## src/source/reverbPkg.sv

```systemverilog
package reverbPkg;

	// ------------------------------------------------------------------------
	// Widths
	// ------------------------------------------------------------------------

	localparam int AddrWidth = 10;

	// Q15 audio word, coefficient or buffer word
	typedef logic signed [15:0] sample_t;
	typedef logic [AddrWidth-1:0] wordAddr_t;
	typedef logic [3:0] regAddr_t;
	// Position inside one sample frame
	typedef logic [4:0] step_t;

	// Q15 unity and minus unity
	localparam sample_t QOne = 16'sh7FFF;
	localparam sample_t QNegOne = 16'sh8000;

	// ------------------------------------------------------------------------
	// Host register map
	// ------------------------------------------------------------------------

	localparam regAddr_t RegVIn = 4'd0;
	localparam regAddr_t RegVWall = 4'd1;
	localparam regAddr_t RegVIir = 4'd2;
	localparam regAddr_t RegVComb1 = 4'd3;
	localparam regAddr_t RegVComb2 = 4'd4;
	localparam regAddr_t RegVApf = 4'd5;
	localparam regAddr_t RegDSame = 4'd6;
	localparam regAddr_t RegMSame = 4'd7;
	localparam regAddr_t RegMComb1 = 4'd8;
	localparam regAddr_t RegMComb2 = 4'd9;
	localparam regAddr_t RegMApf = 4'd10;
	localparam regAddr_t RegDApf = 4'd11;
	localparam regAddr_t RegBase = 4'd12;
	localparam regAddr_t RegEnable = 4'd13;

	// ------------------------------------------------------------------------
	// Frame schedule
	// ------------------------------------------------------------------------

	localparam int FrameSteps = 32;

	// Same-side reflection with IIR damping
	localparam step_t StepIn = 5'd0;
	localparam step_t StepWall = 5'd2;
	localparam step_t StepSubSame = 5'd4;
	localparam step_t StepIir = 5'd5;
	localparam step_t StepAddSame = 5'd6;
	localparam step_t StepWriteSame = 5'd7;
	// Comb sum
	localparam step_t StepClear = 5'd8;
	localparam step_t StepComb1 = 5'd10;
	localparam step_t StepComb2 = 5'd12;
	// All-pass stage
	localparam step_t StepApfSub = 5'd14;
	localparam step_t StepWriteApf = 5'd15;
	localparam step_t StepApfMul = 5'd16;
	localparam step_t StepApfAdd = 5'd17;
	localparam step_t StepOut = 5'd18;
	localparam step_t StepLast = step_t'(FrameSteps - 1);

	// ------------------------------------------------------------------------
	// Operand and memory selects
	// ------------------------------------------------------------------------

	typedef enum logic [3:0]
	{
		CoefZero, CoefOne, CoefNegOne, CoefIn, CoefWall,
		CoefIir, CoefComb1, CoefComb2, CoefApf, CoefNegApf
	} coefSel_e;

	typedef enum logic [1:0] {DataIn, DataRam, DataAcc} dataSel_e;

	typedef enum logic [2:0]
	{
		AdrNone, AdrDSame, AdrMSame, AdrMSameM1,
		AdrMComb1, AdrMComb2, AdrMApf, AdrApfTap
	} adrSel_e;

	typedef enum logic [1:0] {MemIdle, MemRead, MemWrite} memOp_e;

endpackage

```

## src/source/reverbRegisters.sv

```systemverilog
module reverbRegisters import reverbPkg::*;
(
	input logic i_clk,
	input logic i_reset,

	// Host write port
	input logic i_regWrite,
	input regAddr_t i_regAddr,
	input sample_t i_regData,

	// Q15 volumes
	output sample_t o_vIn,
	output sample_t o_vWall,
	output sample_t o_vIir,
	output sample_t o_vComb1,
	output sample_t o_vComb2,
	output sample_t o_vApf,

	// Word offsets inside the ring
	output wordAddr_t o_dSame,
	output wordAddr_t o_mSame,
	output wordAddr_t o_mComb1,
	output wordAddr_t o_mComb2,
	output wordAddr_t o_mApf,
	output wordAddr_t o_dApf,

	output wordAddr_t o_base,
	output logic o_enable
);

	// Offsets and base only keep the low word-address bits
	wordAddr_t wordValue;

	assign wordValue = i_regData[AddrWidth-1:0];

	always_ff @(posedge i_clk)
	begin
		if (i_reset)
		begin
			o_vIn <= '0;
			o_vWall <= '0;
			o_vIir <= '0;
			o_vComb1 <= '0;
			o_vComb2 <= '0;
			o_vApf <= '0;
			o_dSame <= '0;
			o_mSame <= '0;
			o_mComb1 <= '0;
			o_mComb2 <= '0;
			o_mApf <= '0;
			o_dApf <= '0;
			o_base <= '0;
			// Reverb starts disabled
			o_enable <= 1'b0;
		end
		else if (i_regWrite)
		begin
			case (i_regAddr)
				RegVIn: o_vIn <= i_regData;
				RegVWall: o_vWall <= i_regData;
				RegVIir: o_vIir <= i_regData;
				RegVComb1: o_vComb1 <= i_regData;
				RegVComb2: o_vComb2 <= i_regData;
				RegVApf: o_vApf <= i_regData;
				RegDSame: o_dSame <= wordValue;
				RegMSame: o_mSame <= wordValue;
				RegMComb1: o_mComb1 <= wordValue;
				RegMComb2: o_mComb2 <= wordValue;
				RegMApf: o_mApf <= wordValue;
				RegDApf: o_dApf <= wordValue;
				RegBase: o_base <= wordValue;
				RegEnable: o_enable <= i_regData[0];
				// Indices 14 and 15 are unmapped
				default:
				begin
				end
			endcase
		end
	end

endmodule

```

## config.mk

```make
export PLATFORM = sky130hd
export DESIGN_NAME = reverbRegisters
export DESIGN_NICKNAME = d
export VERILOG_FILES = /design/src/source/reverbPkg.sv /design/src/source/reverbRegisters.sv
export SDC_FILE = /design/constraint.sdc
export NUM_CORES = 1
export LEC_CHECK = 0
export BUFFER_PORTS_ARGS = -buffer_cell sky130_fd_sc_hd__buf_4
export CAP_MARGIN = 20
export CORE_ASPECT_RATIO = 1.1
export CORE_UTILIZATION = 28
export CTS_CLUSTER_DIAMETER = 50
export DETAILED_ROUTE_END_ITERATION = 8
export HOLD_SLACK_MARGIN = 0.02
export SETUP_SLACK_MARGIN = 0.1
export SLEW_MARGIN = 25
export SYNTH_ARGS = -nofsm -noshare
export SYNTH_HDL_FRONTEND = slang
export SYNTH_SLANG_ARGS = --single-unit
```

## constraint.sdc

```tcl
create_clock -name i_clk -period 1.1 [get_ports i_clk]
set_clock_uncertainty 0.2 [all_clocks]
set_input_delay 0 -clock i_clk [delete_from_list [all_inputs] [get_ports i_clk]]
set_output_delay 0 -clock i_clk [all_outputs]
set_load 0.03 [all_outputs]
```

# ---- Yosys cells after proc, flatten, opt, wreduce, memory -nomap -nowiden
# Cells that the tools add are included.
dict set report word_totals {
  register_bits 167
  in_bits 23
  out_inout_bits 167
  elab_cells 42
}
dict set report op_classes {
  n_eq_ne 13
  n_reduce_logical 15
}
# cell count
set ops {}
lappend ops {{$reduce_and A2 Y1} 14}
lappend ops {{$eq A4 B4 Y1 const B} 6}
lappend ops {{$eq A4 B3 Y1 const B} 4}
lappend ops {{$eq A4 B2 Y1 const B} 2}
lappend ops {{$eq A4 B1 Y1 const B} 1}
lappend ops {{$logic_not A4 Y1} 1}

# ---- Logic depth before layout (Yosys ltp)
dict set report depth {
  ltp_word 2
  ltp_mapped 6
  mapped_depth_nobuf 3
}

# ---- Least setup slack after synthesis
# No wires, ideal clock.
dict set report synth_timing {
  path_type {input to register}
  start {in i_regAddr[3]}
  end {reg o_vIir[10]}
  setup_time_ns 0.072
  arrival_time_ns 0.931
  t_required_ns 0.828
  setup_slack_ns -0.103
  stages 5
  n_path_buf 2
  cell_sequence {nor3b_4 -> and2_1 -> buf_4 -> buf_6 -> mux2i_1}
}
dict set report synth_between {
  elab_chain_len 2
}
# item line
set synth_lines {}
lappend synth_lines {{from (decl)} reverbRegisters.sv:8} ;# input regAddr_t i_regAddr,
lappend synth_lines {{$eq A4 B2 Y1} reverbRegisters.sv:58} ;# case (i_regAddr)
lappend synth_lines {{$reduce_and A2 Y1 (no source line)} --}
lappend synth_lines {{to (signal assigned)} reverbRegisters.sv:61} ;# RegVIir: o_vIir <= i_regData;
lappend synth_lines {{to (decl)} reverbRegisters.sv:14} ;# output sample_t o_vIir,
# No other way between the ends.
# A chain may end at the register's enable or synchronous reset.

# ---- Worst setup path after layout
dict set report layout_timing {
  start {reg o_mSame[8]}
  end {out o_mSame[8]}
}
# item line
set layout_lines {}
lappend layout_lines {{from (decl)} reverbRegisters.sv:21} ;# output wordAddr_t o_mSame,
lappend layout_lines {{from (signal assigned)} reverbRegisters.sv:66} ;# RegMSame: o_mSame <= wordValue;
# No word-level cell between the ends.

==> run metrics <==
Area growth syn-to-layout 65.9%; Synth Net Count 606; Reg area 0.00355 sq mm; status complete, but fails checks; cell family with most CP delay flip-flops; fin crit share 100%; final hold slack -0.270 ns; fraction of registers with async set/reset 0%; Worst Reg2Reg Path Length in Cells 4; Die Y 162 um; drt first pass iters 4; cell accounting for the most synthesized area dfxtp_1; setup violators final 3; global-route wire length before repair 29300 um; antenna cells 0; Final nets 894; CTS tree built; actual slew at the worst max-slew pin 0.342 ns; CP Depth 1; Final WS setup -0.00190 ns; RSZ-0062 raised after global routing yes; initial core utilization 28.6%; Critical Path End o_mSame[8]; max frequency 908 MHz; die width 148 um; final max-slew violation count 0; Mapped Area 0.00654 sq mm; DP Wirelength 12400 um; CP startpoint o_mSame[8]; vias 5051; CTS buffer count 17; number of fillers in the final layout 2166; top area cells in the synthesized netlist dfxtp_1 (51%), mux2i_1 (26%), nand2b_1 (18%), clkbuf_1 (1.7%), nand2_2 (0.77%); crit path launch type flip-flop; vias in the first global route 4980; Die ar. 0.0240 sq mm; CP cell instances buf_6; Critical Path AT 0.90 ns; gp weighted congestion 0.734; CP max stage delay 0.35 ns; min cycle time layout 1.10 ns; WS Path Type reg -> out; Reg-to-Reg Start o_mComb2[3]; Post-synth EDFFs 0; worst reg-to-reg setup slack 0.09 ns; routed wire length per instance 16.6 um; Worst-path clk slew 0.07 ns; Peak VDD IR 1.14 mV; Via-to-Cell Ratio 4.27; I/O Pins 190; failing checks hold timing, setup timing; fin util 47.5%; Pwr per Cell Area 1280 mW/mm^2; Synth Instances 583; DR DRC count 0; Req. time, crit path 0.90 ns; post-route antenna net violation count 0; initial DRC count 137; Relative slew margins 77.1%; most frequent cell after synthesis nand2b_1; #FFs+latches synth 167; Syn. warnings 0; hold_buf cts 17; area fraction of the dominant cell type after synthesis 51.1%; final hold vios 85; Buf/Inv on CP 1; Yosys cell types 17; Max H-tree Level 4; Multi-input gate area 0.00302 sq mm; sequential area share after synthesis 51.1%; Port Buffers 189; CP max-delay cell dfxtp_2; share of post-route cells with drive strength above 1 57.5%; cell row count 58; Pleak 5.42 nW; overflow left after global routing 0; Clock Latency Late Sink 0.41 ns; antenna violations before repair 0; area of the core 0.0229 sq mm; Max Cap Viol 0; hold crit path type in -> reg; Num Clock Sinks 167; r2r endpoint o_mComb2[3]; clock root buffer clkbuf_16; pre-CTS WS -0.135 ns; largest net degree at the start of global routing 39; placed cell areas 0.00875 sq mm; post-synthesis average cell area 11.2 sq um; Routed WL 19600 um; worst-path maximum fanout 2; Crit. End Element output pin; top post-synthesis cells by count nand2b_1 (183), dfxtp_1 (167), mux2i_1 (167); Max clock buf depth 2; Total Routing Usage GR 16.2%; Design Area, Final 0.0108 sq mm; Post-synth top flop dfxtp_1
## placed cells by master, fill, tap and decap left out, types with 2 or more instances in the layout
cell,netlist,routed
nand2_2,8,5
clkbuf_8,0,2
clkbuf_16,0,17
bufinv_16,0,4
buf_4,5,107
and2_1,2,2
nand2b_1,183,182
buf_12,0,20
dlygate4sd3_1,0,16
clkinv_2,0,4
buf_6,4,169
dfxtp_2,0,167
and3b_1,2,2
clkinv_4,0,2
nand2_8,0,2
nand4_1,2,2
nor2b_1,2,2
mux2i_1,167,167
## where the power goes
group	switching [mW]	leakage [nW]	internal, mW
Sequential	0.0581	1.43	6.14
Combinational	0.612	3.68	0.630
Clock	2.52	0.309	3.91
Total	3.19	5.42	10.7
## layer usage
layer  share of wire, %  vias to the layer above  GRT usage [%]
met5                  0                        -              0
met4               0.61                        0           3.70
met3                6.2                        8           5.17
met2                 47                      130           26.9
met1                 46                     2422           20.4
li1                   -                     2491              -
## flip-flops by register name, indices dropped and copies added (netlist names), 16 cells and up
name,flops
o_vComb1,16
o_vWall,16
o_vComb2,16
o_vIn,16
o_vIir,16
o_vApf,16
## logic make-up (layout without fill, tap and decap cells)
family | after synthesis | count (layout) | share of synthesized area (%)
DFF | 167 | 167 | 51.1
and+or+nand+nor | 205 | 205 | 19.9
buffers and inverters | 44 | 344 | 3.37
muxes | 167 | 167 | 25.6
## layout make-up
cell class	instances	area share, %
clock buffer	19	4.17
clock inverter	12	1.60
multi-input combinational	372	27.9
sequential	167	32.7
tap	300	3.46
timing repair buffer	313	30.2
## what timing repair did
item	CTS	global route
pin swaps	0	1
cloned	0	1
setup endpoints to repair	167	189
gates resized for setup	334	3
endpoints found under the hold margin	167	92
buffers inserted	21	41
## worst min-delay path by stage
stage,startpoint,endpoint,slack (ns),depth (start not counted)
detailed placement,i_regWrite,o_enable,0.14,3
global route,i_regWrite,o_enable,-0.28,3
CTS,i_regAddr[2],o_enable,-0.28,3
global placement,i_regWrite,o_enable,0.14,3
finish,i_regWrite,o_enable,-0.27,3
floorplan,i_regWrite,o_enable,-0.02,2
## through the flow
| step | setup TNS [ns] | power (mW) | instances |
|---|---|---|---|
| 2_1_floorplan | -1.32 | 6.88 | 583 |
| 3_3_place_gp | -14.92 | 7.42 | 1073 |
| 3_5_place_dp | -16.06 | 7.42 | 1073 |
| 4_1_cts | -1.09 | 14.0 | 1142 |
| 5_1_grt | -3.24 | 14.3 | 1183 |
| 6_report | -0.00376 | 13.9 | 1183 |
(Power assumes the default switching activity.)
