--- config.mk ---
export PLATFORM = sky130hd
export DESIGN_NAME = reverbAddressWrap
export DESIGN_NICKNAME = d
export VERILOG_FILES = /design/src/source/reverbPkg.sv /design/src/source/reverbAddressWrap.sv
export SDC_FILE = /design/constraint.sdc
export NUM_CORES = 1
export LEC_CHECK = 0
export BUFFER_PORTS_ARGS = -buffer_cell sky130_fd_sc_hd__buf_2
export CORE_MARGIN = 5
export CORE_UTILIZATION = 30
export DETAILED_ROUTE_END_ITERATION = 6
export GPL_ROUTABILITY_DRIVEN = 0
export PLACE_DENSITY_LB_ADDON = 0.3
export SETUP_SLACK_MARGIN = 0.02
export SYNTH_ARGS = -nofsm -noshare
export SYNTH_HDL_FRONTEND = slang
export SYNTH_SLANG_ARGS = --single-unit
export TNS_END_PERCENT = 1
--- constraint.sdc ---
create_clock -name i_clk -period 10.6 [get_ports i_clk]
set_clock_uncertainty 0.1 [all_clocks]
set_input_delay 2.12 -clock i_clk [delete_from_list [all_inputs] [get_ports i_clk]]
set_output_delay 2.12 -clock i_clk [all_outputs]
set_load 0.005 [all_outputs]
--- src/source/reverbPkg.sv ---
package reverbPkg;

	// ------------------------------------------------------------------------
	// Widths
	// ------------------------------------------------------------------------

	localparam int AddrWidth = 10;

	// Q15 audio word, coefficient or buffer word
	typedef logic signed [15:0] sample_t;
	typedef logic [AddrWidth-1:0] wordAddr_t;
	typedef logic [3:0] regAddr_t;
	// Position inside one sample frame
	typedef logic [4:0] step_t;

	// Q15 unity and minus unity
	localparam sample_t QOne = 16'sh7FFF;
	localparam sample_t QNegOne = 16'sh8000;

	// ------------------------------------------------------------------------
	// Host register map
	// ------------------------------------------------------------------------

	localparam regAddr_t RegVIn = 4'd0;
	localparam regAddr_t RegVWall = 4'd1;
	localparam regAddr_t RegVIir = 4'd2;
	localparam regAddr_t RegVComb1 = 4'd3;
	localparam regAddr_t RegVComb2 = 4'd4;
	localparam regAddr_t RegVApf = 4'd5;
	localparam regAddr_t RegDSame = 4'd6;
	localparam regAddr_t RegMSame = 4'd7;
	localparam regAddr_t RegMComb1 = 4'd8;
	localparam regAddr_t RegMComb2 = 4'd9;
	localparam regAddr_t RegMApf = 4'd10;
	localparam regAddr_t RegDApf = 4'd11;
	localparam regAddr_t RegBase = 4'd12;
	localparam regAddr_t RegEnable = 4'd13;

	// ------------------------------------------------------------------------
	// Frame schedule
	// ------------------------------------------------------------------------

	localparam int FrameSteps = 32;

	// Same-side reflection with IIR damping
	localparam step_t StepIn = 5'd0;
	localparam step_t StepWall = 5'd2;
	localparam step_t StepSubSame = 5'd4;
	localparam step_t StepIir = 5'd5;
	localparam step_t StepAddSame = 5'd6;
	localparam step_t StepWriteSame = 5'd7;
	// Comb sum
	localparam step_t StepClear = 5'd8;
	localparam step_t StepComb1 = 5'd10;
	localparam step_t StepComb2 = 5'd12;
	// All-pass stage
	localparam step_t StepApfSub = 5'd14;
	localparam step_t StepWriteApf = 5'd15;
	localparam step_t StepApfMul = 5'd16;
	localparam step_t StepApfAdd = 5'd17;
	localparam step_t StepOut = 5'd18;
	localparam step_t StepLast = step_t'(FrameSteps - 1);

	// ------------------------------------------------------------------------
	// Operand and memory selects
	// ------------------------------------------------------------------------

	typedef enum logic [3:0]
	{
		CoefZero, CoefOne, CoefNegOne, CoefIn, CoefWall,
		CoefIir, CoefComb1, CoefComb2, CoefApf, CoefNegApf
	} coefSel_e;

	typedef enum logic [1:0] {DataIn, DataRam, DataAcc} dataSel_e;

	typedef enum logic [2:0]
	{
		AdrNone, AdrDSame, AdrMSame, AdrMSameM1,
		AdrMComb1, AdrMComb2, AdrMApf, AdrApfTap
	} adrSel_e;

	typedef enum logic [1:0] {MemIdle, MemRead, MemWrite} memOp_e;

endpackage

--- src/source/reverbAddressWrap.sv ---
module reverbAddressWrap import reverbPkg::*;
#(
	parameter int BufferDepth = 1024
)
(
	input logic i_clk,
	input logic i_reset,
	input logic i_frameDone,
	input adrSel_e i_adrSel,

	input wordAddr_t i_dSame,
	input wordAddr_t i_mSame,
	input wordAddr_t i_mComb1,
	input wordAddr_t i_mComb2,
	input wordAddr_t i_mApf,
	input wordAddr_t i_dApf,
	input wordAddr_t i_base,

	output wordAddr_t o_memAddr
);

	// One extra bit, the ring can be the full depth
	localparam logic [AddrWidth:0] DepthWide = (AddrWidth + 1)'(BufferDepth);

	logic [AddrWidth:0] ringLen;
	logic [AddrWidth:0] countInc;
	logic [AddrWidth:0] offset;
	logic [AddrWidth:0] sum;
	logic [AddrWidth:0] wrapped;
	wordAddr_t ringCount;

	assign ringLen = DepthWide - {1'b0, i_base};
	assign countInc = {1'b0, ringCount} + 1'b1;

	// Ring counter moves one word per frame
	always_ff @(posedge i_clk)
	begin
		if (i_reset)
		begin
			ringCount <= '0;
		end
		else if (i_frameDone)
		begin
			ringCount <= (countInc >= ringLen) ? '0 : countInc[AddrWidth-1:0];
		end
	end

	// Offset within the ring, minus forms wrap back by the ring length
	always_comb
	begin
		case (i_adrSel)
			AdrDSame: offset = {1'b0, i_dSame};
			AdrMSame: offset = {1'b0, i_mSame};
			AdrMSameM1: offset = (i_mSame == '0) ? ringLen - 1'b1 : {1'b0, i_mSame} - 1'b1;
			AdrMComb1: offset = {1'b0, i_mComb1};
			AdrMComb2: offset = {1'b0, i_mComb2};
			AdrMApf: offset = {1'b0, i_mApf};
			AdrApfTap: offset = (i_mApf >= i_dApf) ? {1'b0, i_mApf} - {1'b0, i_dApf} :
				{1'b0, i_mApf} + ringLen - {1'b0, i_dApf};
			default: offset = '0;
		endcase
	end

	// Both terms are below the ring length, one subtraction is enough
	assign sum = offset + {1'b0, ringCount};
	assign wrapped = (sum >= ringLen) ? sum - ringLen : sum;
	assign o_memAddr = wrapped[AddrWidth-1:0] + i_base;

endmodule

# After elaboration in Yosys (flattened, before gate mapping)
# Cells that the tools add are included.
# totals
in_bits	76
reg_bits	10
# classes
eq_ne	7
add_sub_neg	10
magnitude_cmp	3
reduce_logical	1
mux	5
# ops
operator	count
$pmux W11 S7	1
$ge A11 B11 Y1	2
$mux W11	2
$mux W10	2
$eq A3 B3 Y1 const B	4
$add A10 B1 Y11 const B	1
$add A10 B11 Y11	1
$add A11 B10 Y11	1
$sub A10 B1 Y11 const B	1
$sub A10 B10 Y11	1
$sub A11 B1 Y11 const B	1
$sub A11 B10 Y11	1
$sub A11 B10 Y11 const A	1
$add A10 B10 Y10	1
$ge A10 B10 Y1	1
$logic_not A10 Y1	1
$sub A10 B10 Y10	1
$eq A3 B2 Y1 const B	2
$eq A3 B1 Y1 const B	1

# Longest topological paths before layout
# Gate-level depths: netlist of the first run.
# depth
depth_word	9
depth_mapped	36
depth_no_buf	35

# Least setup slack after synthesis of the first run
# Ideal clock, no wire load.
# synth_timing
kind	input to output
start	in i_dApf[6]
end	out o_memAddr[9]
arrival_ns	8.728
path_stages	33
required_ns	8.380
path_slack_ns	-0.348
cell_sequence	inv_1 ha_1 a21o_1 a21oi_1 nand4_1 a31oi_2 clkbuf_1 nor2_1 a21oi_1 o21ai_0 ha_1 fa_1 a21o_1 a21oi_1 o21bai_1 a21oi_1 o21ai_0 xor2_1 ha_1 nand2_1 nor3_1 a211o_1 o22ai_1 mux2_2 ha_1 a21o_1 a211oi_1 nor2_1 o41a_1 a21o_1 a21oi_1 xnor2_1 xnor2_1
# synth_via
elab_chain_len	7
word_cells_on_any_way	10
cone_classes	add/sub (5); order compare (2); mux (3)
# synth_lines
element	line_no	source
start: declaration	reverbAddressWrap.sv:16	input wordAddr_t i_dApf,
$sub A11 B10 Y11, or another cell as far along	reverbAddressWrap.sv:59	{1'b0, i_mApf} + ringLen - {1'b0, i_dApf};
$mux W11 (*)	reverbAddressWrap.sv:58	AdrApfTap: offset = (i_mApf >= i_dApf) ? {1'b0, i_mApf} - {1'b0, i_dApf} :
$pmux W11 S7 (*)	reverbAddressWrap.sv:51	case (i_adrSel)
$add A11 B10 Y11 (*)	reverbAddressWrap.sv:65	assign sum = offset + {1'b0, ringCount};
$sub A10 B10 Y10 or $ge A11 B11 Y1 (tied branches)	reverbAddressWrap.sv:66	assign wrapped = (sum >= ringLen) ? sum - ringLen : sum;
$mux W10 (*)	reverbAddressWrap.sv:66	
$add A10 B10 Y10 (*)	reverbAddressWrap.sv:67	assign o_memAddr = wrapped[AddrWidth-1:0] + i_base;
end: declaration	reverbAddressWrap.sv:19	output wordAddr_t o_memAddr
# Mark *: on every way between the ends. The rest lies on a longest branch, timed or not.

# Final worst setup path of the first run
# layout_timing
start	in i_base[1]
end	out o_memAddr[9]
# layout_via
elab_chain_len	9
word_cells_on_any_way	12
cone_classes	add/sub (7); order compare (1); mux (4)
# layout_lines
element	line_no	source
start: declaration	reverbAddressWrap.sv:17	input wordAddr_t i_base,
$sub A11 B10 Y11	reverbAddressWrap.sv:32	assign ringLen = DepthWide - {1'b0, i_base};
$add A10 B11 Y11	reverbAddressWrap.sv:59	
$sub A11 B10 Y11	reverbAddressWrap.sv:59	
$mux W11	reverbAddressWrap.sv:58	
$pmux W11 S7	reverbAddressWrap.sv:51	
$add A11 B10 Y11	reverbAddressWrap.sv:65	
$sub A10 B10 Y10 or $ge A11 B11 Y1 (tied branches)	reverbAddressWrap.sv:66	
$mux W10	reverbAddressWrap.sv:66	
$add A10 B10 Y10 (*)	reverbAddressWrap.sv:67	
# Marked as above.

==> impl_metrics.json, run 1 <==
{
  "outcome": "finished, violations left",
  "violations": "setup timing",
  "synth_flop_cell": "dfxtp_1",
  "max_stage_delay_ps": 540,
  "fp-row-count": 44,
  "synth_cell_types": 61,
  "synth_top_area_share": 0.1871,
  "regArea_um2": 200.2,
  "clock_tree.root_cell": "clkbuf_16",
  "ir_drop_mv": 0.1247,
  "core_area_um2": 14370,
  "grt_pass1_vias": 5209,
  "p_per_area_nw_per_um2": 108.1,
  "synth-seq-cells": 10,
  "min_period_ps": 10970,
  "cts_buffers": 3,
  "holdCritPathClass": "flop to flop",
  "dp_worst_setup_slack_ps": -791.2,
  "fmax_mhz": 91.17,
  "regMostFlops": "ringCount",
  "synth_nets": 749,
  "slew_headroom": 0.4575,
  "crit_type": "input pin to output port",
  "path_max_fanout": 3,
  "leakage_uw": 0.003353,
  "end_kind": "output port",
  "dr.pass1.iters": 5,
  "die_h_um": 130.4,
  "grt_pass1_wl_um": 25850,
  "tightestPinTransition_ps": 803.2,
  "synth_warnings": 0,
  "required_ps": 8380,
  "crit_family": "compound AO/OA/AOI/OAI gates",
  "slowest_stage": "or4_4",
  "setup_viol": 5,
  "io_buffers": 85,
  "placed_cells": 1017,
  "setup_ws_ps": -369.0,
  "synth_area_um2": 4348,
  "maxCapViolations": 0,
  "area_growth_pct": 58.71,
  "place_hpwl_um": 13810,
  "top_regs": "ringCount x10",
  "worst_ep_arrival_time_ps": 8750,
  "fillers": 1428,
  "dr.first_iter.drc_count": 301,
  "initial_utilization": 0.3026,
  "yosysSeqAreaShare": 0.04604,
  "htreeDepth": 1,
  "grt_start_max_net_pins": 22,
  "synth_edf_count": 0,
  "cts_buffer_depth": 2,
  "yosys.area.top_type": "ha_1",
  "hold_buffers": 0,
  "num_vias": 5198,
  "syn_inst": 594,
  "final_antenna_net_count": 0,
  "antenna_found_initial": 0,
  "final_nets": 1012,
  "wl_um": 16530,
  "path_clk_slew_ps": 40,
  "postSynth.asyncResetShare": 0,
  "num_antenna_cells": 0,
  "cts.sinks": 10,
  "syn_avg_cell_area_um2": 7.320,
  "io_pins": 86,
  "grt_overflow": 0,
  "dpl_cell_area_um2": 6282,
  "drive_gt1_frac": 0.4129,
  "grt_setup_unrepaired": "true",
  "vias_per_cell": 5.003,
  "fin_tns_setup_ps": -930.3,
  "critPathBufInv": 2,
  "drc_errors": 0,
  "wl_per_cell_um": 15.91,
  "die_area_um2": 17000,
  "cts_tree": "done",
  "cp-start-kind": "input pin",
  "die_w_um": 130.4,
  "finalCritPeriodShare": 1.035,
  "finalInstanceArea_um2": 6900,
  "largest_reg_flops": 10,
  "drv_slew": 0,
  "stdcell_count": 1039,
  "insertion_delay_ps": 230,
  "synthTopCellsByArea": "ha_1, a21oi_1, xnor2_1",
  "finalHoldViolCount": 0,
  "multi_input_area_um2": 4333,
  "grt.total_usage": 0.1881
}
[what timing repair did]
action,CTS,global route
endpoints found under the setup margin,6,7
resized for setup,46,38
pin swaps,44,27
buffers inserted,16,3
[worst paths after layout]
kind | slack [ps] | end | cells past startpoint | startpoint
worst max-delay path | -370 | o_memAddr[9] | 29 | i_base[1]
worst min register to register | 430 | ringCount[9]$_SDFFE_PP0P_ | 2 | ringCount[9]$_SDFFE_PP0P_
worst max register to register | 7060 | ringCount[7]$_SDFFE_PP0P_ | 11 | ringCount[1]$_SDFFE_PP0P_
worst min-delay path | 430 | ringCount[9]$_SDFFE_PP0P_ | 2 | ringCount[9]$_SDFFE_PP0P_
[Yosys cell counts (3+ instances only)]
| cell | instances |
|---|---|
| mux2_2 | 5 |
| inv_1 | 41 |
| a2111oi_0 | 3 |
| nor3b_1 | 4 |
| clkbuf_1 | 18 |
| nor4_1 | 3 |
| xnor2_1 | 38 |
| a221oi_1 | 9 |
| nand2b_1 | 15 |
| ha_1 | 65 |
| mux2i_1 | 13 |
| o21a_1 | 4 |
| a21o_1 | 11 |
| nor2_1 | 50 |
| nor2b_1 | 7 |
| nand3b_1 | 3 |
| and3_1 | 10 |
| a31oi_1 | 4 |
| nor3_1 | 21 |
| a21oi_1 | 75 |
| o21ai_0 | 44 |
| o21bai_1 | 7 |
| nand4_1 | 4 |
| nand3_1 | 16 |
| nor4bb_1 | 5 |
| fa_1 | 14 |
| nand2_1 | 25 |
| xor2_1 | 27 |
| dfxtp_1 | 10 |
[layer usage]
metal	up-vias	GRT usage	wire, um
met1	2375	0.2506	7512
met5	-	0	0
met2	120	0.3443	8129
met3	12	0.01423	717
met4	0	0.01875	170
li1	2691	-	-
[cells by family after synthesis]
kind of cell / share of synthesized area
AOI/OAI and AO/OA: 0.2576
and+or+nand+nor: 0.2173
adders and majority gates: 0.2515
xor gates and xnor gates: 0.1309
buffers and inverters: 0.05381
muxes: 0.04288
DFF: 0.04604
[final cells by class]
cell class | count | share of cell area
multi-input cells | 522 | 0.6279
inverters | 41 | 0.02230
well taps | 184 | 0.03336
repair buffers | 279 | 0.2765
flip-flops and latches | 10 | 0.02901
clock buffers | 3 | 0.01088
[layout by cell type (no fill, tap or decap), drive strengths merged, types with 14 or more instances in the layout]
master / n
xor2: 27
nand3: 16
xnor2: 38
nand2b: 16
buf: 279
o21ai: 46
nand2: 25
nor2: 50
ha: 65
nor3: 21
a21oi: 75
fa: 14
inv: 41
[stage by stage]
stage	total power (uW)	utilization	hold slack (ps)
final	745.8	0.4802	430.4
after global routing	813.8	0.4802	454.6
after CTS	714.7	0.4653	427.8
after detailed placement	588.3	0.4372	422.2
after global placement	587.8	0.4372	415.2
after floorplan	343.7	-	383.4
[power breakdown]
group | internal (uW) | switching (uW) | leakage [uW] | total, uW
Sequential | 38.4 | 1.33 | 0.0000809 | 39.7
Clock | 48.8 | 16.4 | 0.0000370 | 65.2
Combinational | 345 | 296 | 0.00324 | 641
[tightest hold or removal path: stages (launching register included)]
cell and delay, ps:
dfxtp_1 340, nand2b_1 90, a21oi_1 50
(Power assumes the default switching activity.)
==> inputs of run 2 (changes only) <==
--- a/config.mk
+++ b/config.mk
@@ -12,6 +12,7 @@
 export GPL_ROUTABILITY_DRIVEN = 0
 export PLACE_DENSITY_LB_ADDON = 0.3
 export SETUP_SLACK_MARGIN = 0.02
+export SKIP_LAST_GASP = 1
 export SYNTH_ARGS = -nofsm -noshare
 export SYNTH_HDL_FRONTEND = slang
 export SYNTH_SLANG_ARGS = --single-unit
==> run 2 against run 1 <==
The flow still finishes with violations (setup timing). Power down 0.32%. Clock power barely moved. Sequential share of layout area about the same. Die area unchanged. Utilization barely moved. Global-route usage about the same. First-iteration DRC count grew 6.0%. Flip-flop and latch count stayed put. Clock-buffer cell count unchanged. Critical path type unchanged. Largest power group unchanged.
==> impl_metrics.json, run 2 (synthesis results as in run 1) <==
{
  "outcome": "finished, violations left",
  "violations": "setup timing",
  "dr.pass1.iters": 5,
  "leakage_uw": 0.003362,
  "wl_um": 16590,
  "clock_tree.root_cell": "clkbuf_16",
  "switching_share": 0.4198,
  "setup_viol": 5,
  "crit_type": "input pin to output port",
  "path_max_fanout": 5,
  "area_growth_pct": 58.56,
  "power_frac_comb": 0.859,
  "vias_per_cell": 4.992,
  "place_hpwl_um": 13810,
  "p_per_area_nw_per_um2": 107.8,
  "final_nets": 1016,
  "mostFrequentLayoutCells": "buf_4, buf_2, a21oi_1",
  "cts.sinks": 10,
  "placed_cells": 1017,
  "slowest_stage": "or4_4",
  "drive_gt1_frac": 0.4098,
  "fmax_mhz": 90.85,
  "setup_ws_ps": -407.2,
  "max_stage_delay_ps": 520,
  "cts_tree": "done",
  "holdCritStartpoint": "ringCount[9]$_SDFFE_PP0P_",
  "cp-start-kind": "input pin",
  "grt_pass1_wl_um": 25840,
  "dp_worst_setup_slack_ps": -791.2,
  "maxCapViolations": 0,
  "die_h_um": 130.4,
  "reg2reg_from": "ringCount[1]$_SDFFE_PP0P_",
  "largest_reg_flops": 10,
  "ir_drop_mv": 0.1225,
  "finalHoldViolCount": 0,
  "hold_depth": 2,
  "required_ps": 8380,
  "final_antenna_net_count": 0,
  "p_seq_frac": 0.053,
  "top_regs": "ringCount x10",
  "wl_per_cell_um": 15.90,
  "grt.total_usage": 0.1881,
  "die_area_um2": 17000,
  "power.share.clock": 0.088,
  "tightestPinTransition_ps": 789.0,
  "slew_headroom": 0.4671,
  "crit_end": "o_memAddr[9]",
  "finalCritPeriodShare": 1.038,
  "drc_errors": 0,
  "num_vias": 5207,
  "io_buffers": 85,
  "antenna_found_initial": 0,
  "worst_ep_arrival_time_ps": 8790,
  "grt_start_max_net_pins": 22,
  "min_period_ps": 11010,
  "die_w_um": 130.4,
  "path_clk_slew_ps": 40,
  "finalInstanceArea_um2": 6894,
  "drv_slew": 0,
  "initial_utilization": 0.3026,
  "core_area_um2": 14370,
  "cts_buffers": 3,
  "io_pins": 86,
  "startpoint": "i_base[2]",
  "r2r_slack_ps": 7050,
  "dr.first_iter.drc_count": 319,
  "r2r-end": "ringCount[7]$_SDFFE_PP0P_",
  "holdCritPathClass": "flop to flop",
  "grt_overflow": 0,
  "insertion_delay_ps": 230,
  "ff2ff_path_depth": 11,
  "grt_pass1_vias": 5202,
  "num_antenna_cells": 0,
  "htreeDepth": 1,
  "hold_slack_ps": 428.4,
  "dpl_cell_area_um2": 6282,
  "stdcell_count": 1043,
  "p_sw_uw": 312.1,
  "fp-row-count": 44,
  "grt_setup_unrepaired": "true",
  "p_int_uw": 431.3,
  "mostFrequentLayoutCell": "buf_4",
  "end_kind": "output port",
  "regMostFlops": "ringCount",
  "cts_buffer_depth": 2
}
## run 2: worst min path at each step
| stage | end | slack [ps] |
|---|---|---|
| 2_1_floorplan | ringCount[9]$_SDFFE_PP0P_ | 380 |
| 3_3_place_gp | ringCount[8]$_SDFFE_PP0P_ | 420 |
| 3_5_place_dp | ringCount[9]$_SDFFE_PP0P_ | 420 |
| 4_1_cts | ringCount[9]$_SDFFE_PP0P_ | 430 |
| 5_1_grt | ringCount[9]$_SDFFE_PP0P_ | 450 |
| 6_report | ringCount[9]$_SDFFE_PP0P_ | 430 |
## run 2: worst max-delay path, delay by kind of cell
kind	cells	cell delay [ps]
AOI/OAI and AO/OA	12	2340
and+or+nand+nor	6	1660
adders and majority gates	5	1400
xor gates and xnor gates	4	490
buffers and inverters	3	410
muxes	1	350
## run 2: area by class of cell
cell class	count	area (um2)
repair buffers	283	1923
flip-flops and latches	10	200.2
fillers	1434	7475
well taps	184	230.2
multi-input cells	522	4312
clock buffers	3	75.07
inverters	41	153.9
## run 2: timing repair
action	CTS	global route
setup endpoints to repair	6	8
resized for setup	39	35
pin swaps	40	28
setup buffers	16	7
hold buffers	0	0
## run 2: stage by stage
step	util	total power, uW	setup TNS [ps]
3_5_place_dp	0.4372	588.3	-2823
6_report	0.4798	743.4	-1400
2_1_floorplan	-	343.7	-36.75
5_1_grt	0.4798	810.5	-2734
4_1_cts	0.4633	707.7	-1017
3_3_place_gp	0.4372	587.8	-2450
## run 2: per-layer routing
metal | track usage | wire (um)
met3 | 0.01423 | 679
met5 | 0 | 0
met2 | 0.3440 | 8169
met4 | 0.01875 | 167
met1 | 0.2509 | 7568
## run 2: power by group through the flow
stage / Clock (uW) / Sequential [uW] / Combinational, uW
finish: 65.1 / 39.8 / 638
floorplan: 0 / 39.7 / 304
CTS: 66.5 / 39.8 / 601
global placement: 0 / 40.4 / 547
global route: 68.9 / 39.9 / 702
detailed placement: 0 / 40.4 / 548
