$ cat src/source/reverbPkg.sv
package reverbPkg;

	// ------------------------------------------------------------------------
	// Widths
	// ------------------------------------------------------------------------

	localparam int AddrWidth = 10;

	// Q15 audio word, coefficient or buffer word
	typedef logic signed [15:0] sample_t;
	typedef logic [AddrWidth-1:0] wordAddr_t;
	typedef logic [3:0] regAddr_t;
	// Position inside one sample frame
	typedef logic [4:0] step_t;

	// Q15 unity and minus unity
	localparam sample_t QOne = 16'sh7FFF;
	localparam sample_t QNegOne = 16'sh8000;

	// ------------------------------------------------------------------------
	// Host register map
	// ------------------------------------------------------------------------

	localparam regAddr_t RegVIn = 4'd0;
	localparam regAddr_t RegVWall = 4'd1;
	localparam regAddr_t RegVIir = 4'd2;
	localparam regAddr_t RegVComb1 = 4'd3;
	localparam regAddr_t RegVComb2 = 4'd4;
	localparam regAddr_t RegVApf = 4'd5;
	localparam regAddr_t RegDSame = 4'd6;
	localparam regAddr_t RegMSame = 4'd7;
	localparam regAddr_t RegMComb1 = 4'd8;
	localparam regAddr_t RegMComb2 = 4'd9;
	localparam regAddr_t RegMApf = 4'd10;
	localparam regAddr_t RegDApf = 4'd11;
	localparam regAddr_t RegBase = 4'd12;
	localparam regAddr_t RegEnable = 4'd13;

	// ------------------------------------------------------------------------
	// Frame schedule
	// ------------------------------------------------------------------------

	localparam int FrameSteps = 32;

	// Same-side reflection with IIR damping
	localparam step_t StepIn = 5'd0;
	localparam step_t StepWall = 5'd2;
	localparam step_t StepSubSame = 5'd4;
	localparam step_t StepIir = 5'd5;
	localparam step_t StepAddSame = 5'd6;
	localparam step_t StepWriteSame = 5'd7;
	// Comb sum
	localparam step_t StepClear = 5'd8;
	localparam step_t StepComb1 = 5'd10;
	localparam step_t StepComb2 = 5'd12;
	// All-pass stage
	localparam step_t StepApfSub = 5'd14;
	localparam step_t StepWriteApf = 5'd15;
	localparam step_t StepApfMul = 5'd16;
	localparam step_t StepApfAdd = 5'd17;
	localparam step_t StepOut = 5'd18;
	localparam step_t StepLast = step_t'(FrameSteps - 1);

	// ------------------------------------------------------------------------
	// Operand and memory selects
	// ------------------------------------------------------------------------

	typedef enum logic [3:0]
	{
		CoefZero, CoefOne, CoefNegOne, CoefIn, CoefWall,
		CoefIir, CoefComb1, CoefComb2, CoefApf, CoefNegApf
	} coefSel_e;

	typedef enum logic [1:0] {DataIn, DataRam, DataAcc} dataSel_e;

	typedef enum logic [2:0]
	{
		AdrNone, AdrDSame, AdrMSame, AdrMSameM1,
		AdrMComb1, AdrMComb2, AdrMApf, AdrApfTap
	} adrSel_e;

	typedef enum logic [1:0] {MemIdle, MemRead, MemWrite} memOp_e;

endpackage

$ cat src/source/reverbDatapath.sv
module reverbDatapath import reverbPkg::*;
(
	input logic i_clk,
	input logic i_reset,

	input logic i_sampleStrobe,
	input sample_t i_lineIn,

	input sample_t i_vIn,
	input sample_t i_vWall,
	input sample_t i_vIir,
	input sample_t i_vComb1,
	input sample_t i_vComb2,
	input sample_t i_vApf,

	input sample_t i_readData,

	input coefSel_e i_coefSel,
	input dataSel_e i_dataSel,
	input logic i_accAdd,
	input logic i_holdSame,
	input logic i_holdTap,
	input logic i_outLoad,

	output sample_t o_accValue,
	output sample_t o_reverbOut,
	output logic o_outValid
);

	sample_t lineIn;
	sample_t acc;
	sample_t prevSame;
	sample_t tap;
	// Which held word the next unity add uses
	logic useTap;
	sample_t heldWord;
	sample_t negApf;
	sample_t mulA;
	sample_t mulB;
	logic signed [31:0] product;
	sample_t productQ15;
	sample_t addBase;

	// Two's complement negate, 0x8000 stays 0x8000
	assign negApf = -i_vApf;
	assign heldWord = useTap ? tap : prevSame;

	// ------------------------------------------------------------------------
	// Operand select and Q15 MAC
	// ------------------------------------------------------------------------

	always_comb
	begin
		case (i_coefSel)
			CoefOne: mulA = QOne;
			CoefNegOne: mulA = QNegOne;
			CoefIn: mulA = i_vIn;
			CoefWall: mulA = i_vWall;
			CoefIir: mulA = i_vIir;
			CoefComb1: mulA = i_vComb1;
			CoefComb2: mulA = i_vComb2;
			CoefApf: mulA = i_vApf;
			CoefNegApf: mulA = negApf;
			default: mulA = '0;
		endcase

		case (i_dataSel)
			DataIn: mulB = lineIn;
			// Unity adds replay the held word, everything else sees the RAM
			DataRam: mulB = (i_coefSel == CoefOne) ? heldWord : i_readData;
			default: mulB = acc;
		endcase
	end

	assign product = mulA * mulB;
	// Arithmetic shift by 15, kept to 16 bits
	assign productQ15 = product[30:15];
	assign addBase = i_accAdd ? acc : '0;

	// No clamp, the sum wraps
	always_ff @(posedge i_clk)
	begin
		acc <= addBase + productQ15;
	end

	assign o_accValue = acc;

	// ------------------------------------------------------------------------
	// Holding registers and output
	// ------------------------------------------------------------------------

	always_ff @(posedge i_clk)
	begin
		if (i_sampleStrobe)
		begin
			lineIn <= i_lineIn;
		end
		if (i_holdSame)
		begin
			prevSame <= i_readData;
		end
		if (i_holdTap)
		begin
			tap <= i_readData;
		end
		if (i_outLoad)
		begin
			o_reverbOut <= acc;
		end
	end

	always_ff @(posedge i_clk)
	begin
		if (i_reset)
		begin
			useTap <= 1'b0;
			o_outValid <= 1'b0;
		end
		else
		begin
			if (i_holdSame)
			begin
				useTap <= 1'b0;
			end
			else if (i_holdTap)
			begin
				useTap <= 1'b1;
			end
			o_outValid <= i_outLoad;
		end
	end

endmodule

$ cat config.mk
export PLATFORM = sky130hd
export DESIGN_NAME = reverbDatapath
export DESIGN_NICKNAME = d
export VERILOG_FILES = /design/src/source/reverbPkg.sv /design/src/source/reverbDatapath.sv
export SDC_FILE = /design/constraint.sdc
export NUM_CORES = 1
export LEC_CHECK = 0
export BUFFER_PORTS_ARGS = -buffer_cell sky130_fd_sc_hd__buf_2
export CAP_MARGIN = 15
export CELL_PAD_IN_SITES_DETAIL_PLACEMENT = 1
export CELL_PAD_IN_SITES_GLOBAL_PLACEMENT = 1
export CORE_ASPECT_RATIO = 0.9
export CORE_MARGIN = 1.5
export CORE_UTILIZATION = 25
export DETAILED_ROUTE_END_ITERATION = 7
export GPL_ROUTABILITY_DRIVEN = 0
export HOLD_SLACK_MARGIN = 0.03
export PLACE_DENSITY_LB_ADDON = 0.1
export SLEW_MARGIN = 20
export SYNTH_ARGS = -nofsm -noshare
export SYNTH_HDL_FRONTEND = slang
export SYNTH_SLANG_ARGS = --single-unit
$ cat constraint.sdc
create_clock -name i_clk -period 19.4 [get_ports i_clk]
set_clock_uncertainty 0.2 [all_clocks]
set_input_delay 2.91 -clock i_clk [delete_from_list [all_inputs] [get_ports i_clk]]
set_output_delay 2.91 -clock i_clk [all_outputs]
set_load 0.02 [all_outputs]
-- Word level (Yosys, flattened, before mapping)
Cells that the tools add are included.
- mux-type cells: 5
- $mul: 1
- equality and inequality tests: 10
- add/sub/neg operators: 2
- reductions and logical operators: 2
- operator list (kind ; count):
    case mux 16 bit (9 select lines) ; 1
    two-way mux 16 bit ; 3
    case mux 16 bit (2 select lines) ; 1
    multiplier 16 x 16 -> 31 bit ; 1
    adder 16 bit ; 1
    equality test 4 x 3 -> 1 bit, second input constant ; 4
    negation 16 bit ; 1
    equality test 4 x 2 -> 1 bit, second input constant ; 2
    equality test 4 bit, second input constant ; 2
    equality test 4 x 1 -> 1 bit, second input constant ; 1
    equality test 2 x 1 -> 1 bit, second input constant ; 1
    logical NOT 2 bit ; 1
    OR reduction 2 bit ; 1
- flip-flop bits (word level): 82
- word-level logic and storage cells: 27
- output and inout bits: 33
- input port bits: 141

-- Longest topological paths before layout
Gate-level depths: netlist of the first run.
- depth in word-level cells: 5
- depth in mapped cells: 43

-- Least setup slack after synthesis of the first run
No wires, ideal clock.
- path kind: in2reg
- start point: input port i_coefSel[0]
- end point: register acc[14], in the netlist o_accValue[14]
- arrival: 11.915 ns
- stages: 40
- required time: 19.128 ns
- slack: 7.213 ns
- setup time: 0.072 ns
- cell sequence: clkbuf_1 -> nor4b_1 -> clkbuf_1 -> clkbuf_1 -> nor2_1 -> a21oi_1 -> mux2i_1 -> o21ai_0 -> clkbuf_1 -> nand2_1 -> fa_1 -> inv_1 -> fa_1 -> inv_1 -> fa_1 -> inv_1 -> fa_1 -> fa_1 -> [4 not listed] -> a211oi_1 -> nand2_1 -> a31oi_1 -> nor2_1 -> a31oi_1 -> xnor2_1 -> ha_1 -> fa_1 -> a21o_1 -> a21oi_1 -> o21bai_1 -> a21oi_1 -> o21bai_1 -> a211oi_1 -> o21ai_0 -> a31o_2 -> a21oi_1 -> xnor2_1
- word-level cells in the longest chain between the ends: 5
- elaborated cells on any way between the ends: 14
- RTL lines (element ; line ; text):
    start: declaration ; reverbDatapath.sv:18 ; input coefSel_e i_coefSel,
    equality test 4 x 1 -> 1 bit ; reverbDatapath.sv:54, reverbDatapath.sv:70 ;
    two-way mux 16 bit ; reverbDatapath.sv:70 ; DataRam: mulB = (i_coefSel == CoefOne) ? heldWord : i_readData;
    case mux 16 bit (2 select lines) ; reverbDatapath.sv:67 ; case (i_dataSel)
    multiplier 16 x 16 -> 31 bit * ; reverbDatapath.sv:75 ; assign product = mulA * mulB;
    adder 16 bit * ; reverbDatapath.sv:83 ; acc <= addBase + productQ15;
    end signal: assignment ; reverbDatapath.sv:83 ;
    end: declaration ; reverbDatapath.sv:31 ; sample_t acc;
Every way passes the cells marked *; elsewhere a longest branch is shown, timed or not.
A chain may end at the register's enable or synchronous reset.

-- Final worst setup path of the first run
- start point: input port i_vApf[6]
- end point: register acc[14], in the netlist o_accValue[14]
- word-level cells in the longest chain between the ends: 4
- RTL lines (element ; line ; text):
    start: declaration ; reverbDatapath.sv:14 ; input sample_t i_vApf,
    negation 16 bit ; reverbDatapath.sv:45 ; assign negApf = -i_vApf;
    case mux 16 bit (9 select lines) * ; reverbDatapath.sv:54 ; case (i_coefSel)
    multiplier 16 x 16 -> 31 bit * ; reverbDatapath.sv:75 ;
    adder 16 bit * ; reverbDatapath.sv:83 ;
Marks and branches as above.

==> run summary, run 1 <==
Post-synth top flop -> edfxtp_1
Hold Crit Class -> register to register
number of global-route vias before repair -> 12.0k
Yosys cell types -> 58
setup bufs post-CTS -> 0
clock root buffer -> clkbuf_16
setup tns final -> 0 ns
RSZ-0062 raised after global routing -> false
Synth area leader -> fa_1
synth cell count leaders -> inv_1 (323), fa_1 (256), nor2_1 (190)
Clock Path Buffers -> 2
hold_buf cts -> 0
gr ovfl total -> 0
run status -> finished, final reports clean
critical path fanouts, max -> 10
worst setup path category -> primary input to register
number of synthesized register bits -> 82
clk sinks -> 82
Async S/R FF share, synth -> 0%
Req. time, crit path -> 19.48 ns
CP arrival -> 12.63 ns
gr usage total -> 18.2%
share of layout cells above drive strength 1 -> 14.3%
drt drc -> 0
Hold Violations, Final -> 0
Chip Height -> 227 um
first-pass GRT wire length -> 76400 um
M2 GR Usage -> 31.4%
io pins -> 174
register area -> 2280 sq um
Final min period -> 12.55 ns
DRT antenna net count -> 0
Die Area -> 57000 sq um
Most Frequent Cell on Critical Path -> fa_1
most used routing layer in global routing -> met2
Synth Cell Area -> 13900 sq um
met1 Use GR -> 24.8%
cts repair resizes -> 0
Synth Area per Inst -> 9.26 sq um
worst-skew pair later-pin latency -> 0.35 ns
most frequent cell after synthesis -> inv_1
WL/cell -> 21.0 um
area grow syn2layout -> 15.5%
ranking of synthesized cells by area -> fa_1 (37%), edfxtp_1 (14%), inv_1 (8.7%)
sequential area share after synthesis -> 16.4%
Vias -> 10.8k
CTS HTree Levels -> 3
hpwl dp -> 42400 um
chip width -> 252 um
Ys Warns -> 0
# rows -> 81
Slowest-stage cell, CP -> or4_4
worst rel slew slack -> 35.2%
Slew Limit Fails -> 0
delay-heaviest family, CP -> adder cells
multi-input logic area -> 10300 sq um
drt pass-1 iters -> 4
Tcrit/Tclk final -> 64.7%
via/cell ratio -> 4.54
port bufs -> 173
final-stage net count -> 2158
fill count -> 6369
buffer and inverter count on the worst path -> 5
TritonCTS Buffers -> 9
Synth Net Count -> 1991
largest net degree at the start of global routing -> 40
EDFF count, synth -> 64
core area -> 54600 sq um
Max Cap Violations -> 0
Synth Instances -> 1501
Reg clk slew, reported paths -> 0.06 ns
Worst Setup End Kind -> register
Detailed Route WL -> 50000 um
CTS tree -> yes
met3 Usage GRT -> 2.26%
Worst setup SP type -> primary input
slew of the pin with the lowest slew margin -> 0.968 ns
First DRT Iteration DRCs -> 425
Setup Viol. Count Final -> 0
Fmax achieved -> 79.7 MHz
antenna violations before repair -> 3
top-area cell type share of the netlist area -> 36.9%
initial core utilization -> 25.4%
CP peak stage delay -> 0.56 ns
==> routing by layer <==
layer,vias up,wire length (um)
met1,5579,23400
li1,5021,-
met5,-,0
met4,0,745
met3,32,1450
met2,173,24400
==> layout make-up <==
cell class	count	share of cell area, %
well taps	705	5.49
inverters	323	7.55
clock buffers	10	1.43
multi-input cells	1049	64.0
diodes	1	0.0156
flip-flops and latches	82	14.2
repair buffers	203	6.80
clock inverters	6	0.507
==> registers in the layout, indices dropped and copies added, names as in the netlist <==
name	cells
o_accValue	16
useTap	1
o_outValid	1
o_reverbOut	16
lineIn	16
prevSame	16
tap	16
==> final timing paths <==
check,startpoint,endpoint,depth (start not counted),slack [ns]
max,i_vApf[6],o_accValue[14],37,6.85
min,o_accValue[12],o_reverbOut[12],0,0.33
max reg2reg,useTap,o_accValue[14],40,9.87
min reg2reg,o_accValue[12],o_reverbOut[12],0,0.33
==> cell families (layout without fill, tap and decap cells) <==
| kind of cell | Yosys count | in the layout | share of synthesized area [%] |
|---|---|---|---|
| simple gates | 416 | 416 | 12.9 |
| buf+inv | 370 | 542 | 10.0 |
| fa+ha+maj | 349 | 349 | 45.3 |
| compound gates | 180 | 180 | 8.38 |
| flops | 82 | 82 | 16.4 |
| xor+xnor | 55 | 55 | 3.52 |
| mux | 49 | 49 | 3.56 |
| other cells | 0 | 1 | 0 |
==> placed cells by master (no fill, tap or decap), types with 5 or more instances in the layout <==
master / Yosys / layout
dfxtp_1: 18 / 18
a21oi_1: 57 / 57
buf_2: 0 / 173
nor2_1: 190 / 190
o21a_1: 10 / 10
xor2_1: 15 / 15
o31ai_1: 5 / 5
nor2b_1: 6 / 6
a211o_1: 7 / 7
or2_2: 6 / 6
nand3_1: 16 / 16
o21ai_0: 28 / 26
a31oi_1: 9 / 9
mux2i_1: 46 / 46
clkbuf_16: 0 / 9
fa_1: 256 / 256
nor3_1: 10 / 10
and2_1: 19 / 19
nand2b_1: 14 / 14
edfxtp_1: 64 / 64
a21o_1: 9 / 9
ha_1: 93 / 93
o21ai_1: 8 / 10
a211oi_1: 12 / 9
buf_4: 0 / 30
nand2_1: 134 / 134
inv_1: 323 / 323
xnor2_1: 39 / 39
==> per-stage QoR <==
stage          util, %  std cells  setup slack (ns)  cell area [sq um]  hold slack [ns]
6_report          29.4       2379              6.85              16100            0.331
3_5_place_dp      28.8       2362              6.46              15700            0.335
5_1_grt           29.4       2379              6.22              16100            0.348
3_3_place_gp      28.8       2362              6.59              15700            0.322
4_1_cts           29.4       2378              6.82              16100            0.342
2_1_floorplan        -       1501              7.21              13900            0.370
Power of run 1 is left out: the tool's default activity adds up to more than one toggle a clock period on the data nets, which glitch-free logic cannot reach.
==> inputs of run 2 (changes only) <==
==> constraint.sdc (replaced) <==
create_clock -name i_clk -period 12.6 [get_ports i_clk]
set_clock_uncertainty 0.2 [all_clocks]
set_input_delay 1.89 -clock i_clk [delete_from_list [all_inputs] [get_ports i_clk]]
set_output_delay 1.89 -clock i_clk [all_outputs]
set_load 0.02 [all_outputs]
==> run 2 against run 1 <==
Core utilization up 0.10 points. Via count up 0.20%. Hold slack better by 0.0074 ns. Cell count grew 0.38%. Critical path depth rose by 1. First-iteration DRC count up 2.6%. Non-clock buffer count up 10. Global-route usage rose by 0.18 points. Clock-buffer cell count stayed put. Worst setup slack worse by 5.7 ns. Wire length grew 0.88%. Flip-flop and latch count unchanged.
==> run summary, run 2 (same netlist as run 1, synthesis figures left out) <==
Fmax achieved -> 87.1 MHz
Max Cap Violations -> 0
worst setup path end -> o_accValue[14]
setup slack, reg-to-reg -> 2.75 ns
hpwl dp -> 43000 um
Slew Limit Fails -> 0
First DRT Iteration DRCs -> 436
Vias -> 10.8k
share of layout cells above drive strength 1 -> 14.9%
Req. time, crit path -> 12.68 ns
worst-case reg-to-reg path depth -> 38
Worst setup SP type -> primary input
Die Area -> 57000 sq um
commonest cells after routing, fill and taps aside -> inv_1 (323), fa_1 (256), nor2_1 (190)
gr usage total -> 18.4%
initial core utilization -> 25.4%
CP peak stage delay -> 0.55 ns
drt drc -> 0
met1 Use GR -> 24.6%
setup bufs post-CTS -> 0
setup tns final -> 0 ns
Hold Crit Class -> register to register
WL/cell -> 21.1 um
RR Endpoint -> o_accValue[14]
gr ovfl total -> 0
Slowest-stage cell, CP -> or4_4
slew of the pin with the lowest slew margin -> 0.974 ns
commonest non-fill, non-tap cell in the layout -> inv_1
via/cell ratio -> 4.53
run status -> finished, final reports clean
Finished Layout Cells -> 2388
M2 GR Usage -> 31.6%
area grow syn2layout -> 15.9%
hold_buf cts -> 0
cts repair resizes -> 0
core area -> 54600 sq um
clock root buffer -> clkbuf_16
first-pass GRT wire length -> 77000 um
DP Cell Count -> 2372
Final min period -> 11.48 ns
worst-skew pair later-pin latency -> 0.35 ns
clk sinks -> 82
Worst Hold Margin -> 0.338 ns
Worst Setup End Kind -> register
port bufs -> 173
CTS tree -> yes
CTS HTree Levels -> 3
ANT cells -> 0
RSZ-0062 raised after global routing -> false
Most Frequent Cell on Critical Path -> fa_1
critical path fanouts, max -> 10
worst rel slew slack -> 34.9%
drt pass-1 iters -> 4
Clock Path Buffers -> 2
io pins -> 174
largest net degree at the start of global routing -> 40
# rows -> 81
Reg clk slew, reported paths -> 0.06 ns
DRT antenna net count -> 0
Chip Height -> 227 um
worst reg2reg path startpoint -> useTap
TritonCTS Buffers -> 9
number of global-route vias before repair -> 12.4k
antenna violations before repair -> 0
worst setup path category -> primary input to register
Setup Viol. Count Final -> 0
CP arrival -> 11.57 ns
most used routing layer in global routing -> met2
Hold Violations, Final -> 0
final-stage net count -> 2168
chip width -> 252 um
Tcrit/Tclk final -> 91.1%
met3 Usage GRT -> 2.22%
crit path launch -> i_vApf[6]
Detailed Route WL -> 50500 um
## run 2: worst min path at each step
stage	cells after the start	start	end
floorplan	0	o_accValue[4]	o_reverbOut[4]
CTS	0	o_accValue[0]	o_reverbOut[0]
detailed placement	0	o_accValue[0]	o_reverbOut[0]
global placement	0	o_accValue[0]	o_reverbOut[0]
global route	0	o_accValue[0]	o_reverbOut[0]
finish	0	o_accValue[12]	o_reverbOut[12]
## run 2: worst max-delay path, delay by kind of cell
family / cells / cell delay [ns]
adder cells (fa/ha/maj): 9 / 3.98
AO/OA/AOI/OAI: 12 / 2.67
AND/OR/NAND/NOR: 9 / 2.25
buffers and inverters: 6 / 0.52
XOR/XNOR: 2 / 0.25
## run 2: area by class of cell
type | instances | area [sq um]
clock inverters | 6 | 81.3
well taps | 705 | 882
flip-flops and latches | 82 | 2280
inverters | 323 | 1210
repair buffers | 213 | 1170
multi-input cells | 1049 | 10300
clock buffers | 10 | 229
fillers | 6369 | 38500
## run 2: per-stage QoR
| stage | utilization [%] | setup WS, ns | cell area [sq um] |
|---|---|---|---|
| floorplan | - | 1.43 | 13900 |
| global placement | 28.9 | 0.937 | 15800 |
| detailed placement | 28.9 | 0.672 | 15800 |
| CTS | 29.5 | 1.06 | 16100 |
| global route | 29.5 | 0.510 | 16100 |
| finish | 29.5 | 1.12 | 16100 |
## run 2: routing by layer
metal / wire length, um / up-vias
met5: 0 / -
met4: 1240 / 0
met3: 1470 / 48
met2: 24300 / 174
met1: 23400 / 5570
li1: - / 5035
Power of run 2 is left out for the same reason.
==> inputs of run 3 (changes only) <==
--- a/config.mk
+++ b/config.mk
@@ -5,6 +5,7 @@
 export SDC_FILE = /design/constraint.sdc
 export NUM_CORES = 1
 export LEC_CHECK = 0
+export ABC_AREA = 1
 export BUFFER_PORTS_ARGS = -buffer_cell sky130_fd_sc_hd__buf_2
 export CAP_MARGIN = 15
 export CELL_PAD_IN_SITES_DETAIL_PLACEMENT = 1
==> run 3 against run 2 <==
Clock-buffer cell count unchanged. Wire length increased by 11%. Design area up 3.2%. Fmax up 4.2%. Flip-flop and latch count stayed put. Via count increased by 13%. Critical path depth grew 2. Largest cell class unchanged.
==> run summary, run 3 <==
run status -> finished, final reports clean
worst-skew pair later-pin latency -> 0.35 ns
RSZ-0062 raised after global routing -> false
commonest cells after routing, fill and taps aside -> inv_1 (425), nand2_1 (368), fa_1 (256)
CP peak stage delay -> 0.69 ns
Async S/R FF share, synth -> 0%
Fmax achieved -> 90.7 MHz
Setup Viol. Count Final -> 0
Slowest-stage cell, CP -> inv_1
Synth Cell Area -> 14500 sq um
Most Frequent Cell on Critical Path -> nand2_1
top-area cell type share of the netlist area -> 35.2%
TritonCTS Buffers -> 9
ranking of synthesized cells by area -> fa_1 (35%), edfxtp_1 (13%), inv_1 (11%)
HP Start -> o_accValue[4]
Max Cap Violations -> 0
hold_buf cts -> 0
worst reg2reg path startpoint -> useTap
CTS tree -> yes
sequential area share after synthesis -> 15.7%
clock root buffer -> clkbuf_16
setup slack, reg-to-reg -> 2.79 ns
commonest non-fill, non-tap cell in the layout -> inv_1
synth cell count leaders -> inv_1 (425), nand2_1 (368), fa_1 (256)
Final min period -> 11.02 ns
fill count -> 6954
WL/cell -> 20.7 um
number of synthesized register bits -> 82
drt pass-1 iters -> 4
Ys Warns -> 0
final-stage net count -> 2433
cts repair resizes -> 0
port bufs -> 173
largest net degree at the start of global routing -> 27
Hold Crit Class -> register to register
First DRT Iteration DRCs -> 702
worst-case reg-to-reg path depth -> 38
antenna violations before repair -> 0
Post-synth top flop -> edfxtp_1
Chip Height -> 232 um
Worst Setup End Kind -> register
# rows -> 83
CP arrival -> 11.07 ns
Clock Path Buffers -> 2
Worst Hold Margin -> 0.361 ns
RR Endpoint -> o_accValue[13]
initial core utilization -> 25.4%
area grow syn2layout -> 14.3%
Synth area leader -> fa_1
Req. time, crit path -> 12.64 ns
register area -> 2280 sq um
Synth Instances -> 1779
Synth Net Count -> 2269
setup tns final -> 0 ns
Slew Limit Fails -> 0
Vias -> 12.2k
critical path fanouts, max -> 26
chip width -> 257 um
Detailed Route WL -> 56100 um
Min-Delay Path Depth -> 0
setup bufs post-CTS -> 0
clk sinks -> 82
Tcrit/Tclk final -> 87.5%
slew of the pin with the lowest slew margin -> 1.05 ns
EDFF count, synth -> 64
io pins -> 174
core area -> 57300 sq um
Hold Violations, Final -> 0
DRT antenna net count -> 0
hpwl dp -> 48000 um
worst rel slew slack -> 30.2%
most frequent cell after synthesis -> inv_1
gr ovfl total -> 0
Die Area -> 59600 sq um
Yosys cell types -> 49
number of global-route vias before repair -> 13.9k
multi-input logic area -> 10400 sq um
worst setup path category -> primary input to register
Worst setup SP type -> primary input
worst hold endpoint -> o_reverbOut[4]
gr usage total -> 19.5%
Synth Area per Inst -> 8.18 sq um
Reg clk slew, reported paths -> 0.06 ns
share of layout cells above drive strength 1 -> 12.4%
CTS HTree Levels -> 3
drt drc -> 0
via/cell ratio -> 4.50
ANT cells -> 0
first-pass GRT wire length -> 86800 um
==> run 3: changes by cell type in the layout (fill, tap and decap cells not counted), sizes merged, moves of 7 or more <==
cell,previous run,this run
nand2b,14,0
o22a,0,13
buf,213,189
nand2,134,381
nand3,16,57
mux2i,46,10
a22o,1,8
and2,19,0
a211o,7,0
inv,323,440
xnor2,40,11
o211ai,0,16
o21a,10,3
==> run 3: routing by layer <==
layer	GRT usage, %	share of wire, %
met5	0	0
met4	2.26	0.83
met3	1.70	2.9
met2	31.8	46
met1	28.7	51
==> run 3: critical path: cells and delay by family <==
family                   cells  cell delay [ns]
AO/OA/AOI/OAI                9             2.33
adder cells (fa/ha/maj)      8             3.76
AND/OR/NAND/NOR             15             1.85
buffers and inverters        8             1.19
==> run 3: cell families (layout without fill, tap and decap cells) <==
family | count (synthesis) | after routing | synth area share (%)
AOI/OAI and AO/OA | 173 | 173 | 7.73
xor gates and xnor gates | 32 | 32 | 1.93
adders and majority gates | 349 | 349 | 43.2
buffers and inverters | 481 | 650 | 12.6
DFF | 82 | 82 | 15.7
muxes | 10 | 10 | 0.688
and+or+nand+nor | 652 | 652 | 18.1
==> run 3: how the worst max path moves through the flow <==
stage                           to  slack, ns  depth (start not counted)    startpoint
finish              o_accValue[13]       1.58                         40  i_coefSel[3]
global route        o_accValue[13]       1.00                         40  i_coefSel[3]
floorplan           o_accValue[13]       3.10                         48     i_vApf[0]
detailed placement  o_accValue[13]       1.26                         42  i_coefSel[0]
CTS                 o_accValue[13]       1.59                         42  i_coefSel[0]
global placement    o_accValue[13]       1.24                         41  i_coefSel[3]
==> run 3: area by class of cell <==
type / instances / share of cell area, %
clock buffers: 10 / 1.38
clock inverters: 6 / 0.406
inverters: 445 / 10.0
multi-input cells: 1216 / 62.7
flip-flops and latches: 82 / 13.7
well taps: 765 / 5.76
repair buffers: 189 / 5.95
==> run 3: through the flow <==
| step | worst slack (ns) | instances | util, % | area (sq um) |
|---|---|---|---|---|
| after floorplan | 3.10 | 1779 | - | 14500 |
| after global placement | 1.24 | 2696 | 28.5 | 16300 |
| after detailed placement | 1.26 | 2697 | 28.5 | 16300 |
| after CTS | 1.59 | 2713 | 29.0 | 16600 |
| after global routing | 1.00 | 2713 | 29.0 | 16600 |
| final | 1.58 | 2713 | 29.0 | 16600 |
Power of run 3 is left out for the same reason.
